`src/common/ex_cfg.svh`:
```
`ifndef EX_CFG_SVH
`define EX_CFG_SVH

// Architectural data width
`define EX_XLEN 64

// Multiplier pipeline depth and bits of multiplier per stage
`define EX_MULT_STAGES 4
`define EX_MULT_CHUNK 16

`endif

```
`src/common/ex_pkg.sv`:
```
`include "ex_cfg.svh"

package ex_pkg;

  // One data word
  typedef logic [`EX_XLEN-1:0] word_t;

  // Architectural destination register
  typedef logic [4:0] reg_idx_t;

  // ALU function codes
  // Code 0x0b stays free since multiplies go to the multiplier
  typedef enum logic [4:0] {
    ADDQ   = 5'h00,
    SUBQ   = 5'h01,
    AND    = 5'h02,
    BIC    = 5'h03,
    BIS    = 5'h04,
    ORNOT  = 5'h05,
    XOR    = 5'h06,
    EQV    = 5'h07,
    SRL    = 5'h08,
    SLL    = 5'h09,
    SRA    = 5'h0a,
    CMPULT = 5'h0c,
    CMPEQ  = 5'h0d,
    CMPULE = 5'h0e,
    CMPLT  = 5'h0f,
    CMPLE  = 5'h10
  } alu_func_e;

  // Low two bits pick the condition and the top bit inverts it
  typedef logic [2:0] br_func_t;

  // Issue class of a decoded operation
  typedef enum logic [1:0] {
    NONE   = 2'b00,
    ALU    = 2'b01,
    BRANCH = 2'b10,
    MULT   = 2'b11
  } op_class_e;

endpackage

```
`src/common/ex_alu_bus_if.sv`:
```
interface ex_alu_bus_if;

  // An ALU or branch operation was accepted this cycle
  logic             valid;
  // Branch operations put link on the bus instead of result
  logic             branch;
  ex_pkg::reg_idx_t dest;
  ex_pkg::word_t    result;
  // Next PC, written back by branches
  ex_pkg::word_t    link;

  // Issue slot side
  modport producer (output valid, branch, dest, result, link);

  // Writeback arbiter side
  modport arbiter (input valid, branch, dest, result, link);

endinterface

```
`src/hdl/ex_arbiter.sv`:
```
module ex_arbiter (
  ex_alu_bus_if.arbiter    alu_1,
  ex_alu_bus_if.arbiter    alu_2,
  input  logic             mult_valid_1,
  input  logic             mult_valid_2,
  input  ex_pkg::reg_idx_t mult_dest_1,
  input  ex_pkg::reg_idx_t mult_dest_2,
  input  ex_pkg::word_t    mult_product_1,
  input  ex_pkg::word_t    mult_product_2,
  input  logic             mem_valid,
  input  ex_pkg::reg_idx_t mem_tag,
  input  ex_pkg::word_t    mem_value,
  output logic             stall_bus_1,
  output logic             stall_bus_2,
  output logic             stall_mult_2,
  output logic             wb_valid_1,
  output logic             wb_valid_2,
  output ex_pkg::reg_idx_t wb_dest_1,
  output ex_pkg::reg_idx_t wb_dest_2,
  output ex_pkg::word_t    wb_result_1,
  output ex_pkg::word_t    wb_result_2
);

  ex_pkg::word_t alu_value_1;
  ex_pkg::word_t alu_value_2;

  // Branches write back their link value
  assign alu_value_1 = alu_1.branch ? alu_1.link : alu_1.result;
  assign alu_value_2 = alu_2.branch ? alu_2.link : alu_2.result;

  // Multiplier 1 wins bus 1 over the slot
  assign wb_valid_1  = mult_valid_1 | alu_1.valid;
  assign wb_dest_1   = mult_valid_1 ? mult_dest_1 : alu_1.dest;
  assign wb_result_1 = mult_valid_1 ? mult_product_1 : alu_value_1;

  // Memory wins bus 2 since a load is never refused
  assign wb_valid_2  = mem_valid | mult_valid_2 | alu_2.valid;
  assign wb_dest_2   = mem_valid ? mem_tag :
                       mult_valid_2 ? mult_dest_2 : alu_2.dest;
  assign wb_result_2 = mem_valid ? mem_value :
                       mult_valid_2 ? mult_product_2 : alu_value_2;

  // Stalls come from registered multiplier state and memory only
  assign stall_bus_1  = mult_valid_1;
  assign stall_bus_2  = mult_valid_2 | mem_valid;
  // Load wins while the finished product waits in multiplier 2
  assign stall_mult_2 = mult_valid_2 & mem_valid;

endmodule

```
`src/flat_wrapper.sv`:
```
// flat-port wrapper written by rule: the top's interface ports become plain ports
module ex_arbiter_flat 
  (mult_valid_1, mult_valid_2, mult_dest_1, mult_dest_2, mult_product_1, mult_product_2, mem_valid, mem_tag, mem_value, stall_bus_1, stall_bus_2, stall_mult_2, wb_valid_1, wb_valid_2, wb_dest_1, wb_dest_2, wb_result_1, wb_result_2, alu_1_valid, alu_1_branch, alu_1_dest, alu_1_result, alu_1_link, alu_2_valid, alu_2_branch, alu_2_dest, alu_2_result, alu_2_link);
  ex_alu_bus_if alu_1_i ();
  ex_alu_bus_if alu_2_i ();
  input  logic mult_valid_1;
  input  logic mult_valid_2;
  input  ex_pkg::reg_idx_t mult_dest_1;
  input  ex_pkg::reg_idx_t mult_dest_2;
  input  ex_pkg::word_t mult_product_1;
  input  ex_pkg::word_t mult_product_2;
  input  logic mem_valid;
  input  ex_pkg::reg_idx_t mem_tag;
  input  ex_pkg::word_t mem_value;
  output logic stall_bus_1;
  output logic stall_bus_2;
  output logic stall_mult_2;
  output logic wb_valid_1;
  output logic wb_valid_2;
  output ex_pkg::reg_idx_t wb_dest_1;
  output ex_pkg::reg_idx_t wb_dest_2;
  output ex_pkg::word_t wb_result_1;
  output ex_pkg::word_t wb_result_2;
  input wire logic [$bits(alu_1_i.valid)-1:0] alu_1_valid;
  input wire logic [$bits(alu_1_i.branch)-1:0] alu_1_branch;
  input wire logic [$bits(alu_1_i.dest)-1:0] alu_1_dest;
  input wire logic [$bits(alu_1_i.result)-1:0] alu_1_result;
  input wire logic [$bits(alu_1_i.link)-1:0] alu_1_link;
  input wire logic [$bits(alu_2_i.valid)-1:0] alu_2_valid;
  input wire logic [$bits(alu_2_i.branch)-1:0] alu_2_branch;
  input wire logic [$bits(alu_2_i.dest)-1:0] alu_2_dest;
  input wire logic [$bits(alu_2_i.result)-1:0] alu_2_result;
  input wire logic [$bits(alu_2_i.link)-1:0] alu_2_link;
  assign alu_1_i.valid = alu_1_valid;
  assign alu_1_i.branch = alu_1_branch;
  assign alu_1_i.dest = alu_1_dest;
  assign alu_1_i.result = alu_1_result;
  assign alu_1_i.link = alu_1_link;
  assign alu_2_i.valid = alu_2_valid;
  assign alu_2_i.branch = alu_2_branch;
  assign alu_2_i.dest = alu_2_dest;
  assign alu_2_i.result = alu_2_result;
  assign alu_2_i.link = alu_2_link;
  ex_arbiter u_core (.alu_1(alu_1_i), .alu_2(alu_2_i), .mult_valid_1(mult_valid_1), .mult_valid_2(mult_valid_2), .mult_dest_1(mult_dest_1), .mult_dest_2(mult_dest_2), .mult_product_1(mult_product_1), .mult_product_2(mult_product_2), .mem_valid(mem_valid), .mem_tag(mem_tag), .mem_value(mem_value), .stall_bus_1(stall_bus_1), .stall_bus_2(stall_bus_2), .stall_mult_2(stall_mult_2), .wb_valid_1(wb_valid_1), .wb_valid_2(wb_valid_2), .wb_dest_1(wb_dest_1), .wb_dest_2(wb_dest_2), .wb_result_1(wb_result_1), .wb_result_2(wb_result_2));
endmodule
```
`config.mk`:
```
export PLATFORM = sky130hd
export DESIGN_NAME = ex_arbiter_flat
export DESIGN_NICKNAME = d
export VERILOG_FILES = /design/src/common/ex_pkg.sv /design/src/common/ex_alu_bus_if.sv /design/src/hdl/ex_arbiter.sv /design/src/flat_wrapper.sv
export VERILOG_INCLUDE_DIRS = /design/src /design/src/common
export SDC_FILE = /design/constraint.sdc
export NUM_CORES = 1
export LEC_CHECK = 0
export BUFFER_PORTS_ARGS = -buffer_cell sky130_fd_sc_hd__buf_4
export CAP_MARGIN = 40
export CORE_AREA = 2 2 244 246
export DETAILED_ROUTE_END_ITERATION = 10
export DIE_AREA = 0 0 246 248
export RECOVER_POWER = 100
export SYNTH_ARGS = -nofsm -noshare
export SYNTH_HDL_FRONTEND = slang
export SYNTH_SLANG_ARGS = --single-unit
```
`constraint.sdc`:
```
create_clock -name vclk -period 1.2
set_clock_uncertainty 0.15 [all_clocks]
set_input_delay 0.24 -clock vclk [all_inputs]
set_output_delay 0.24 -clock vclk [all_outputs]
set_load 0.02 [all_outputs]
```
== Word level (Yosys, flattened, before mapping) ==
Index checks and enable logic that the tools add are counted.

* Mux-type cells: 8
* Bitwise operators: 4

{| class="wikitable"
|+ Operators with widths
! kind !! count
|-
| 64-bit 2-to-1 mux || 5
|-
| 5-bit 2-to-1 mux || 3
|-
| 1-bit OR || 3
|-
| 1-bit AND || 1
|}

* Input port bits: 480
* Word-level logic and storage cells: 12
* Output and inout port bits: 143
* Flip-flop bits (word level): 0

== Depth between registers and ports, before layout ==
Gate-level depths: netlist (run 1).

* Depth in word-level cells: 3
* Depth in mapped cells: 5
* Mapped depth without buffers: 2

== Worst setup path after synthesis (run 1) ==
OpenSTA, ideal clock, no wires.

* Path kind: input port to output port
* Start point: in mult_valid_2
* End point: out wb_result_2[0]
* Arrival time: 1187 ps
* Cell stages on the path: 4
* Path slack: -377 ps
* Cell sequence: buf_4 clkbuf_1 nor3b_1 a211oi_1

* Longest elaborated chain between the ends: 2

{| class="wikitable"
|+ Ends and longest elaborated chain
! what !! RTL line !! source
|-
| start: declaration || flat_wrapper.sv:7 || <nowiki>input logic mult_valid_2;</nowiki>
|-
| 64-bit 2-to-1 mux || ex_arbiter.sv:41 || <nowiki>mult_valid_2 ? mult_product_2 : alu_value_2;</nowiki>
|-
| 64-bit 2-to-1 mux || ex_arbiter.sv:40 || <nowiki>assign wb_result_2 = mem_valid ? mem_value :</nowiki>
|-
| end: declaration || flat_wrapper.sv:23 || <nowiki>output ex_pkg::word_t wb_result_2;</nowiki>
|}

Every way passes these cells.

== Worst setup path after layout (run 1) ==
* Start point: in mult_valid_2
* End point: out wb_result_2[26]

Same word-level chain as after synthesis.

==> results of run 1 <==
==> per-layer routing <==
metal | GRT usage | vias to the layer above | wire, µm | share of wire
met4 | 0.0822 | 2 | 2980 | 0.059
met3 | 0.0174 | 76 | 2870 | 0.057
met2 | 0.312 | 455 | 29000 | 0.58
met5 | 0 | - | 8 | 0.00016
met1 | 0.136 | 3536 | 15200 | 0.30
li1 | - | 3385 | - | -
==> power by group <==
part	total (W)	internal, W	leakage, nW	switching, W
clock network	0.00000000146	0.00000000146	0.0000824	0
logic	0.00652	0.00354	6.06	0.00298
registers	0	0	0	0
==> cells in the mapped netlist <==
library cell,number
nand2_1,69
inv_1,1
or2_2,1
nor3b_1,64
clkbuf_1,16
a211oi_1,4
buf_4,6
buf_12,6
o21ai_0,68
a211oi_2,60
nor2_1,1
buf_6,13
mux2i_1,133
and2_1,1
or3_1,1
o21ai_1,1
nor2b_1,64
buf_2,19
mux2_2,5
==> tightest hold or removal path: stages <==
cell and delay [ns]:
buf_4 0.08, or2_4 0.10, buf_6 0.10
==> logic make-up after synthesis <==
logic type,synth area share
compound gates,0.272
buf+inv,0.113
mux,0.335
simple gates,0.280
==> timing repair <==
item	CTS	global route
pin swaps	50	41
cloned	24	6
setup buffers	12	5
setup endpoints to repair	142	142
gates resized for setup	344	84
==> area by class of cell <==
class / count / area (µm²)
fill: 6239 / 44300
timing repair buffer: 787 / 7590
multi-input combinational: 472 / 5540
tap: 773 / 967
antenna: 13 / 32.5
inverter: 1 / 6.26
==> stage by stage <==
stage,cell area [µm²],cells,hold WS [ns],setup WS (ns),setup TNS [ns]
floorplan,5150,533,0.443,-0.316,-17.15
global placement,11500,2025,0.629,-0.638,-60.45
detailed placement,11500,2025,0.624,-0.681,-63.30
CTS,13700,2040,0.612,-0.453,-42.57
global route,14100,2045,0.634,-0.473,-42.25
finish,14100,2046,0.611,-0.443,-39.17
==> how the worst max path moves through the flow <==
stage	to	slack [ns]	depth (start not counted)
2_1_floorplan	wb_dest_2[1]	-0.32	4
3_3_place_gp	wb_result_2[24]	-0.64	6
3_5_place_dp	wb_result_2[58]	-0.68	5
4_1_cts	wb_result_2[26]	-0.45	7
5_1_grt	wb_result_2[26]	-0.47	7
6_report	wb_result_2[26]	-0.44	7
==> summary.md, run 1 <==
| Metric | Value |
|---|---|
| Status | `complete, but fails checks` |
| Failing checks | `setup timing` |
| Max cap viols | `0` |
| Layout cell share with drive strength beyond 1 | `0.838` |
| CP max-delay cell | `a211oi_4` |
| CP Max Fanout | `6` |
| RSZ-0062 raised after global routing | `true` |
| Seq/Total Area, Yosys | `0` |
| Pwr Density | `461 nW/µm²` |
| Initial antenna violation count | `18` |
| Delay-heaviest family, CP | `buffers and inverters` |
| CP Class | `input port to output pin` |
| Layout Nets | `1742` |
| Via/cell ratio | `3.64` |
| Hold wc startpoint | `alu_1_valid` |
| CP Cell Sequence | `buf_16 > nor2_4 > buf_12 > buf_12 > buf_12 > a211oi_4 > buf_6` |
| Die W | `246 µm` |
| Cells after synthesis | `533` |
| Worst hold path class | `input port to output pin` |
| Yosys top cell area share | `0.321` |
| Final worst path period share | `1.37` |
| Post-Syn Area per Cell | `7.78 µm²` |
| Leak pwr | `between 6 and 7 nW` |
| PortBufs | `623` |
| Sequential cells | `0` |
| Clock buffer count in the final layout | `0` |
| Setup crit end kind | `output pin` |
| Number of buffers and inverters on the critical path | `5` |
| Netlist cell types | `19` |
| Slew HR | `0.723` |
| Post-layout min period | `1.64 ns` |
| CTS Hold Bufs | `0` |
| ANT nets after route | `0` |
| Peak supply drop | `0.237 mV` |
| WHS Path Cells | `3` |
| Endpoints failing hold | `0` |
| Largest area contributor in the synthesized netlist | `mux2i_1` |
| P&R area growth vs syn | `241%` |
| DRC | `0` |
| Row count | `a little under 90` |
| Leading cell type in the layout, fill and taps excluded | `buf_4` |
| Max-slew violations | `0` |
| PnR Total Power | `between 0.006 and 0.007 W` |
| Crit path setup slack, layout | `-0.443 ns` |
| Utilization after layout | `0.242` |
| Slowest stage delay, CP | `0.22 ns` |
| First-pass GRT wire length | `63.0 mm` |
| Max Freq | `~0.6 GHz` |
| Vias in the first global route | `7903` |
| Overall routing resource usage | `0.149` |
| CP most frequent cell | `buf_12` |
| FF+latch area | `0 µm²` |
| Die Y | `248 µm` |
| Final WL | `around 50 mm` |
| Crit path required time | `0.81 ns` |
| Top cells by area, synth | `mux2i_1 32%, a211oi_2 18%, nor3b_1 12%, nor2b_1 9.7%, o21ai_0 8.2%` |
| Synth warnings | `0` |
| GRT overflow | `0` |
| Setup crit start | `mult_valid_2` |
| I/O Pins | `623` |
| Routed len/inst | `~24 µm` |
| Core ar. | `58500 µm²` |
| Worst Hold End | `wb_valid_1` |
| DR vias | `7454` |
| Worst EP arrival | `1.25 ns` |
| Final setup fails | `142` |
| CP Launch Type | `input port` |
| Syn_nets | `1013` |
| Slew @ Worst Pin | `0.407 ns` |
| Final HPWL DP | `41.8 mm` |
| Largest net degree at the start of global routing | `29` |
| Die ar. | `between 60000 and 70000 µm²` |
| Gpl congestion | `about 0.94` |
| Mapped Area | `roughly 4100 µm²` |
| Initial core utilization | `0.0709` |
| Drt pass-1 iters | `4` |
| Most frequent cells in the layout | `567 x buf_4, 146 x buf_6, 63 x nor2b_1, 55 x nand2_1, 53 x a211oi_4` |
| DRT iter0 DRCs | `210` |
(Power assumes the default switching activity.)
==> inputs of run 2 (changes only) <==
Settings changed: ABC_AREA set to 1, ABC_CLOCK_PERIOD_IN_PS set to 1200, CORE_AREA 2 2 244 246 to 2 2 241 243, DIE_AREA 0 0 246 248 to 0 0 243 245.
==> run 2 against run 1 <==
Net effect: the run still ends with setup timing left; wire length increased by 4.2%; first-iteration DRC count increased by 110%; synthesized area increased by 22%; sequential cell count unchanged; global-route usage increased by 0.44 points; worst hold slack improved by 0.0060 ns; combinational power increased by 6.7%; setup slack improved by 0.018 ns; fmax increased by 1.1%; die area decreased by 2.4%; critical endpoint is now wb_result_2[27]; largest power group unchanged.
==> summary.md, run 2 <==
| Metric | Value |
|---|---|
| Setup crit end kind | `output pin` |
| Netlist cell types | `12` |
| Final WL | `around 52 mm` |
| Vias in the first global route | `10.6k` |
| Row count | `88` |
| Pwr Density | `~430 nW/µm²` |
| Worst EP arrival | `1.24 ns` |
| Routed len/inst | `approximately 19 µm` |
| DRC | `0` |
| Seq/Total Area, Yosys | `0` |
| Worst hold path class | `input port to output pin` |
| Peak supply drop | `0.199 mV` |
| Final setup fails | `between 100 and 150` |
| WHS | `0.617 ns` |
| Sequential cells | `0` |
| Sequential power share | `0` |
| Clock buffer count in the final layout | `0` |
| Utilization after layout | `0.286` |
| Layout Nets | `2445` |
| CP Max Fanout | `5` |
| Die Y | `between 200 and 250 µm` |
| ANT nets after route | `0` |
| Crit path required time | `between 0.8 and 0.9 ns` |
| NetSw | `0.00348 W` |
| Syn_nets | `approximately 1.7k` |
| Mapped Area | `5060 µm²` |
| Initial antenna violation count | `3` |
| Crit path setup slack, layout | `-0.425 ns` |
| Leading cell type in the layout, fill and taps excluded | `buf_4` |
| Most frequent cell after synthesis | `nand2_1` |
| Main combinational cell family by area after synthesis | `simple AND/OR/NAND/NOR gates` |
| Synth cell count leaders | `602 x nand2_1, 322 x inv_1, 138 x nand3_1` |
| Yosys top cell area share | `0.446` |
| P&R area growth vs syn | `222%` |
| Max-slew violations | `0` |
| I/O Pins | `approximately 620` |
| Endpoints failing hold | `0` |
| Final worst path period share | `1.35` |
| Final HPWL DP | `35.7 mm` |
| Most frequent cells in the layout | `515 x buf_4, 321 x inv_1, 291 x nand2_1, 155 x nand2_2, 153 x nand2_4` |
| CP Class | `input port to output pin` |
| Synth Area in XOR/XNOR | `0` |
| Gpl congestion | `0.900` |
| Clock Power Share | `0` |
| Die W | `243 µm` |
| Post-layout min period | `1.63 ns` |
| Layout cell share with drive strength beyond 1 | `0.637` |
| Adder-Cell Fraction of Synth Area | `0` |
| Top cells by area, synth | `nand2_1 45%, inv_1 24%, nand3_1 14%, nor2_1 9.5%, buf_2 4.4%` |
| Overall routing resource usage | `0.153` |
| Drt pass-1 iters | `5` |
| GRT overflow | `0` |
| Slew HR | `0.829` |
| PortBufs | `623` |
| Core ar. | `57000 µm²` |
| Via/cell ratio | `3.88` |
| Synth Area in Simple Gates | `0.684` |
| ANT cells | `0` |
| Cells after synthesis | `1269` |
| Largest area contributor in the synthesized netlist | `nand2_1` |
| Synth warnings | `0` |
| DRT iter0 DRCs | `roughly 450` |
| Initial core utilization | `0.0888` |
| Compound-Gate Fraction of Synth Area | `0` |
| Largest net degree at the start of global routing | `29` |
| FF+latch area | `0 µm²` |
| CTS Hold Bufs | `0` |
| Post-Place Cell Area | `between 10000 and 15000 µm²` |
| RSZ-0062 raised after global routing | `true` |
| Combinational share of power | `1.000` |
| CP Launch Type | `input port` |
| DR vias | `10.6k` |
| Sw Share | `0.500` |
| Slew @ Worst Pin | `0.255 ns` |
| Leak pwr | `approximately 9.4 nW` |
| Failing checks | `setup timing` |
| Cell Int Power | `0.00348 W` |
| Die ar. | `59500 µm²` |
| Multiplexer area fraction after synthesis | `0` |
| Filler Cell Count | `5926` |
| Max cap viols | `0` |
| Status | `complete, but fails checks` |
| Final Cell Area | `16300 µm²` |
| Max Freq | `0.615 GHz` |
| First-pass GRT wire length | `68.7 mm` |
| Post-Syn Area per Cell | `3.99 µm²` |
-- run 2: cell types whose count changed in the layout (fill, tap and decap cells not counted), sizes merged, moves of 69 or more --
cell,before,now
nand2,69,602
inv,1,325
nand3,0,138
mux2i,133,0
nor2,1,129
o21ai,69,0
-- run 2: worst max-delay path, cell delays in order --
cell and delay [ns]:
buf_12 0.12, nor2_8 0.18, buf_8 0.14, buf_12 0.13, buf_6 0.11, nand3_2 0.07, nand2_2 0.11, buf_6 0.13
-- run 2: metrics by stage --
step	power, W	setup slack, ns	TNS [ns]	std cells
floorplan	0.00208	-0.125	-4.89	1269
global placement	0.00482	-0.501	-45.21	2658
detailed placement	0.00483	-0.490	-45.89	2658
CTS	0.00643	-0.440	-43.17	2728
global route	0.00730	-0.445	-44.38	2728
finish	0.00696	-0.425	-41.03	2728
-- run 2: power groups by stage --
| stage | combinational (W) | sequential, W | clock (W) |
|---|---|---|---|
| CTS | 0.00643 | 0 | 0 |
| global placement | 0.00482 | 0 | 0 |
| global route | 0.00730 | 0 | 0 |
| detailed placement | 0.00483 | 0 | 0 |
| floorplan | 0.00208 | 0 | 0 |
| finish | 0.00696 | 0 | 0 |
-- run 2: path summary, 6_finish.rpt --
path / cells after the start / slack [ns] / endpoint / from
worst min-delay path: 4 / 0.62 / wb_dest_1[3] / mult_dest_1[3]
worst max-delay path: 8 / -0.43 / wb_result_2[27] / mem_valid
-- run 2: logic make-up after synthesis --
| group | count (synthesis) |
|---|---|
| buffers and inverters | 398 |
| and+or+nand+nor | 871 |
-- run 2: routing by layer --
metal / up-vias / part of all wire / GRT usage
li1: 4964 / - / -
met1: 4800 / 0.34 / 0.157
met2: 654 / 0.53 / 0.306
met3: 176 / 0.065 / 0.0231
met4: 2 / 0.069 / 0.0639
met5: - / 0.00025 / 0
-- run 2: layout make-up --
type	instances	area [µm²]	share of cell area
inverter	326	1270	0.0777
multi-input combinational	871	6280	0.385
tap	765	957	0.0586
timing repair buffer	766	7820	0.479
-- run 2: what timing repair did --
item	CTS	global route
resized for setup	571	256
cloned	36	9
setup endpoints to repair	142	143
setup buffers	34	4
pin swaps	128	166
==> inputs of run 3 (changes only) <==
Settings changed: ABC_CLOCK_PERIOD_IN_PS 1200 to unset, SLEW_MARGIN set to 20.
Clock period 1.2 ns to 1.7 ns, I/O delays scaled along.
==> run 3 against run 2 <==
Net effect: the flow still finishes with violations (setup timing); power decreased by 50%; utilization decreased by 6.8 points; sequential cell count unchanged; setup slack improved by 0.34 ns; sequential share of layout area unchanged; critical endpoint is now wb_result_2[7].
==> summary.md, run 3 (synthesized netlist as in run 2, its figures left out) <==
| Metric | Value |
|---|---|
| Crit path required time | `approximately 1.2 ns` |
| Die ar. | `59500 µm²` |
| Setup crit end kind | `output pin` |
| Leading cell type in the layout, fill and taps excluded | `buf_4` |
| DRT iter0 DRCs | `336` |
| CP Launch Type | `input port` |
| Final setup fails | `33` |
| Gpl congestion | `0.861` |
| Worst hold path class | `input port to output pin` |
| CP Class | `input port to output pin` |
| I/O Pins | `623` |
| Clock Power Share | `0` |
| Initial antenna violation count | `2` |
| Sequential cells | `0` |
| Crit path setup slack, layout | `-0.0843 ns` |
| Pwr Density | `281 nW/µm²` |
| DR vias | `around 9.4k` |
| Vias in the first global route | `between 8k and 9k` |
| Largest net degree at the start of global routing | `39` |
| Endpoints failing hold | `0` |
| DRC | `0` |
| Routed len/inst | `13.2 µm` |
| Worst EP arrival | `between 1 and 1.5 ns` |
| Drt pass-1 iters | `6` |
| Sw Share | `0.482` |
| CP Max Fanout | `7` |
| Slew HR | `0.826` |
| Overall routing resource usage | `0.102` |
| NetSw | `between 0.0015 and 0.002 W` |
| P&R area growth vs syn | `146%` |
| Filler Cell Count | `6553` |
| Core ar. | `57000 µm²` |
| Max Freq | `0.560 GHz` |
| Sequential power share | `0` |
| PortBufs | `around 620` |
| Die Y | `245 µm` |
| Most frequent cells in the layout | `579 x buf_4, 552 x nand2_1, 321 x inv_1, 108 x nor2_1, 91 x nand3_1` |
| FF+latch area | `0 µm²` |
| First-pass GRT wire length | `48.3 mm` |
| CTS Hold Bufs | `0` |
| Die W | `243 µm` |
| Layout cell share with drive strength beyond 1 | `0.437` |
| Layout Nets | `2385` |
| RSZ-0062 raised after global routing | `true` |
| Final setup TNS | `-0.978 ns` |
| Final worst path period share | `1.05` |
| Max cap viols | `0` |
| Failing checks | `setup timing` |
| Leak pwr | `7.79 nW` |
| Final HPWL DP | `26.5 mm` |
| Setup WS pre-CTS | `-0.182 ns` |
| Final WL | `about 35 mm` |
| Via/cell ratio | `3.51` |
| Clock buffer count in the final layout | `0` |
| Combinational share of power | `1.000` |
| Multi-input gate area | `4050 µm²` |
| Initial core utilization | `0.0888` |
| PnR Total Power | `0.00350 W` |
| Slew @ Worst Pin | `0.261 ns` |
| Status | `complete, but fails checks` |
| Post-layout min period | `1.78 ns` |
| Max-slew violations | `0` |
| Peak supply drop | `0.126 mV` |
| Row count | `between 80 and 90` |
| GRT overflow | `0` |
| Cell Int Power | `0.00181 W` |
| ANT nets after route | `0` |
| WHS | `0.818 ns` |
## run 3: changes by cell type in the layout (fill, tap and decap cells not counted), moves of 21 or more
cell	before	now
nand2_4	153	3
buf_6	142	83
nand3_4	62	21
nand2_1	291	552
buf_12	43	22
buf_4	515	579
buf_16	32	7
nand3_1	12	91
nand3_2	64	26
nand2_2	155	47
## run 3: power groups by stage
stage / combinational (W) / sequential (W) / clock [W]
2_1_floorplan: 0.00129 / 0 / 0
3_3_place_gp: 0.00297 / 0 / 0
3_5_place_dp: 0.00298 / 0 / 0
4_1_cts: 0.00327 / 0 / 0
5_1_grt: 0.00377 / 0 / 0.000000000157
6_report: 0.00350 / 0 / 0.000000000157
## run 3: worst max-delay path, cell delays in order
cell and delay (ns):
buf_12 0.13, nor2_8 0.15, buf_12 0.13, buf_12 0.13
buf_6 0.10, nand3_4 0.09, nand2_4 0.09, buf_6 0.12
## run 3: layout make-up
type / count / area share
multi-input cells: 871 / 0.325
well taps: 765 / 0.0768
inverters: 326 / 0.0997
repair buffers: 706 / 0.498
diodes: 2 / 0.000401
## run 3: path summary, 6_finish.rpt
path	from	end	slack [ns]	cells after the start
worst min-delay path	alu_1_valid	wb_valid_1	0.82	3
worst max-delay path	mult_valid_2	wb_result_2[7]	-0.08	8
## run 3: metrics by stage
step,instances,area (µm²),util
global route,2670,12500,0.219
global placement,2640,10900,0.191
finish,2670,12500,0.219
detailed placement,2640,10900,0.191
floorplan,1269,5060,-
CTS,2657,11700,0.205
## run 3: timing repair
item                                    in CTS  in global routing
endpoints found under the setup margin      69                119
pin swaps                                   43                 50
gates resized for setup                    124                154
cloned                                       9                 10
buffers inserted                             8                  4
## run 3: routing by layer
layer | track usage | part of all wire | up-vias
met5 | 0 | 0 | -
met4 | 0.0345 | 0.041 | 0
met2 | 0.198 | 0.53 | 446
li1 | - | - | 4830
met3 | 0.0198 | 0.076 | 56
met1 | 0.108 | 0.36 | 4033
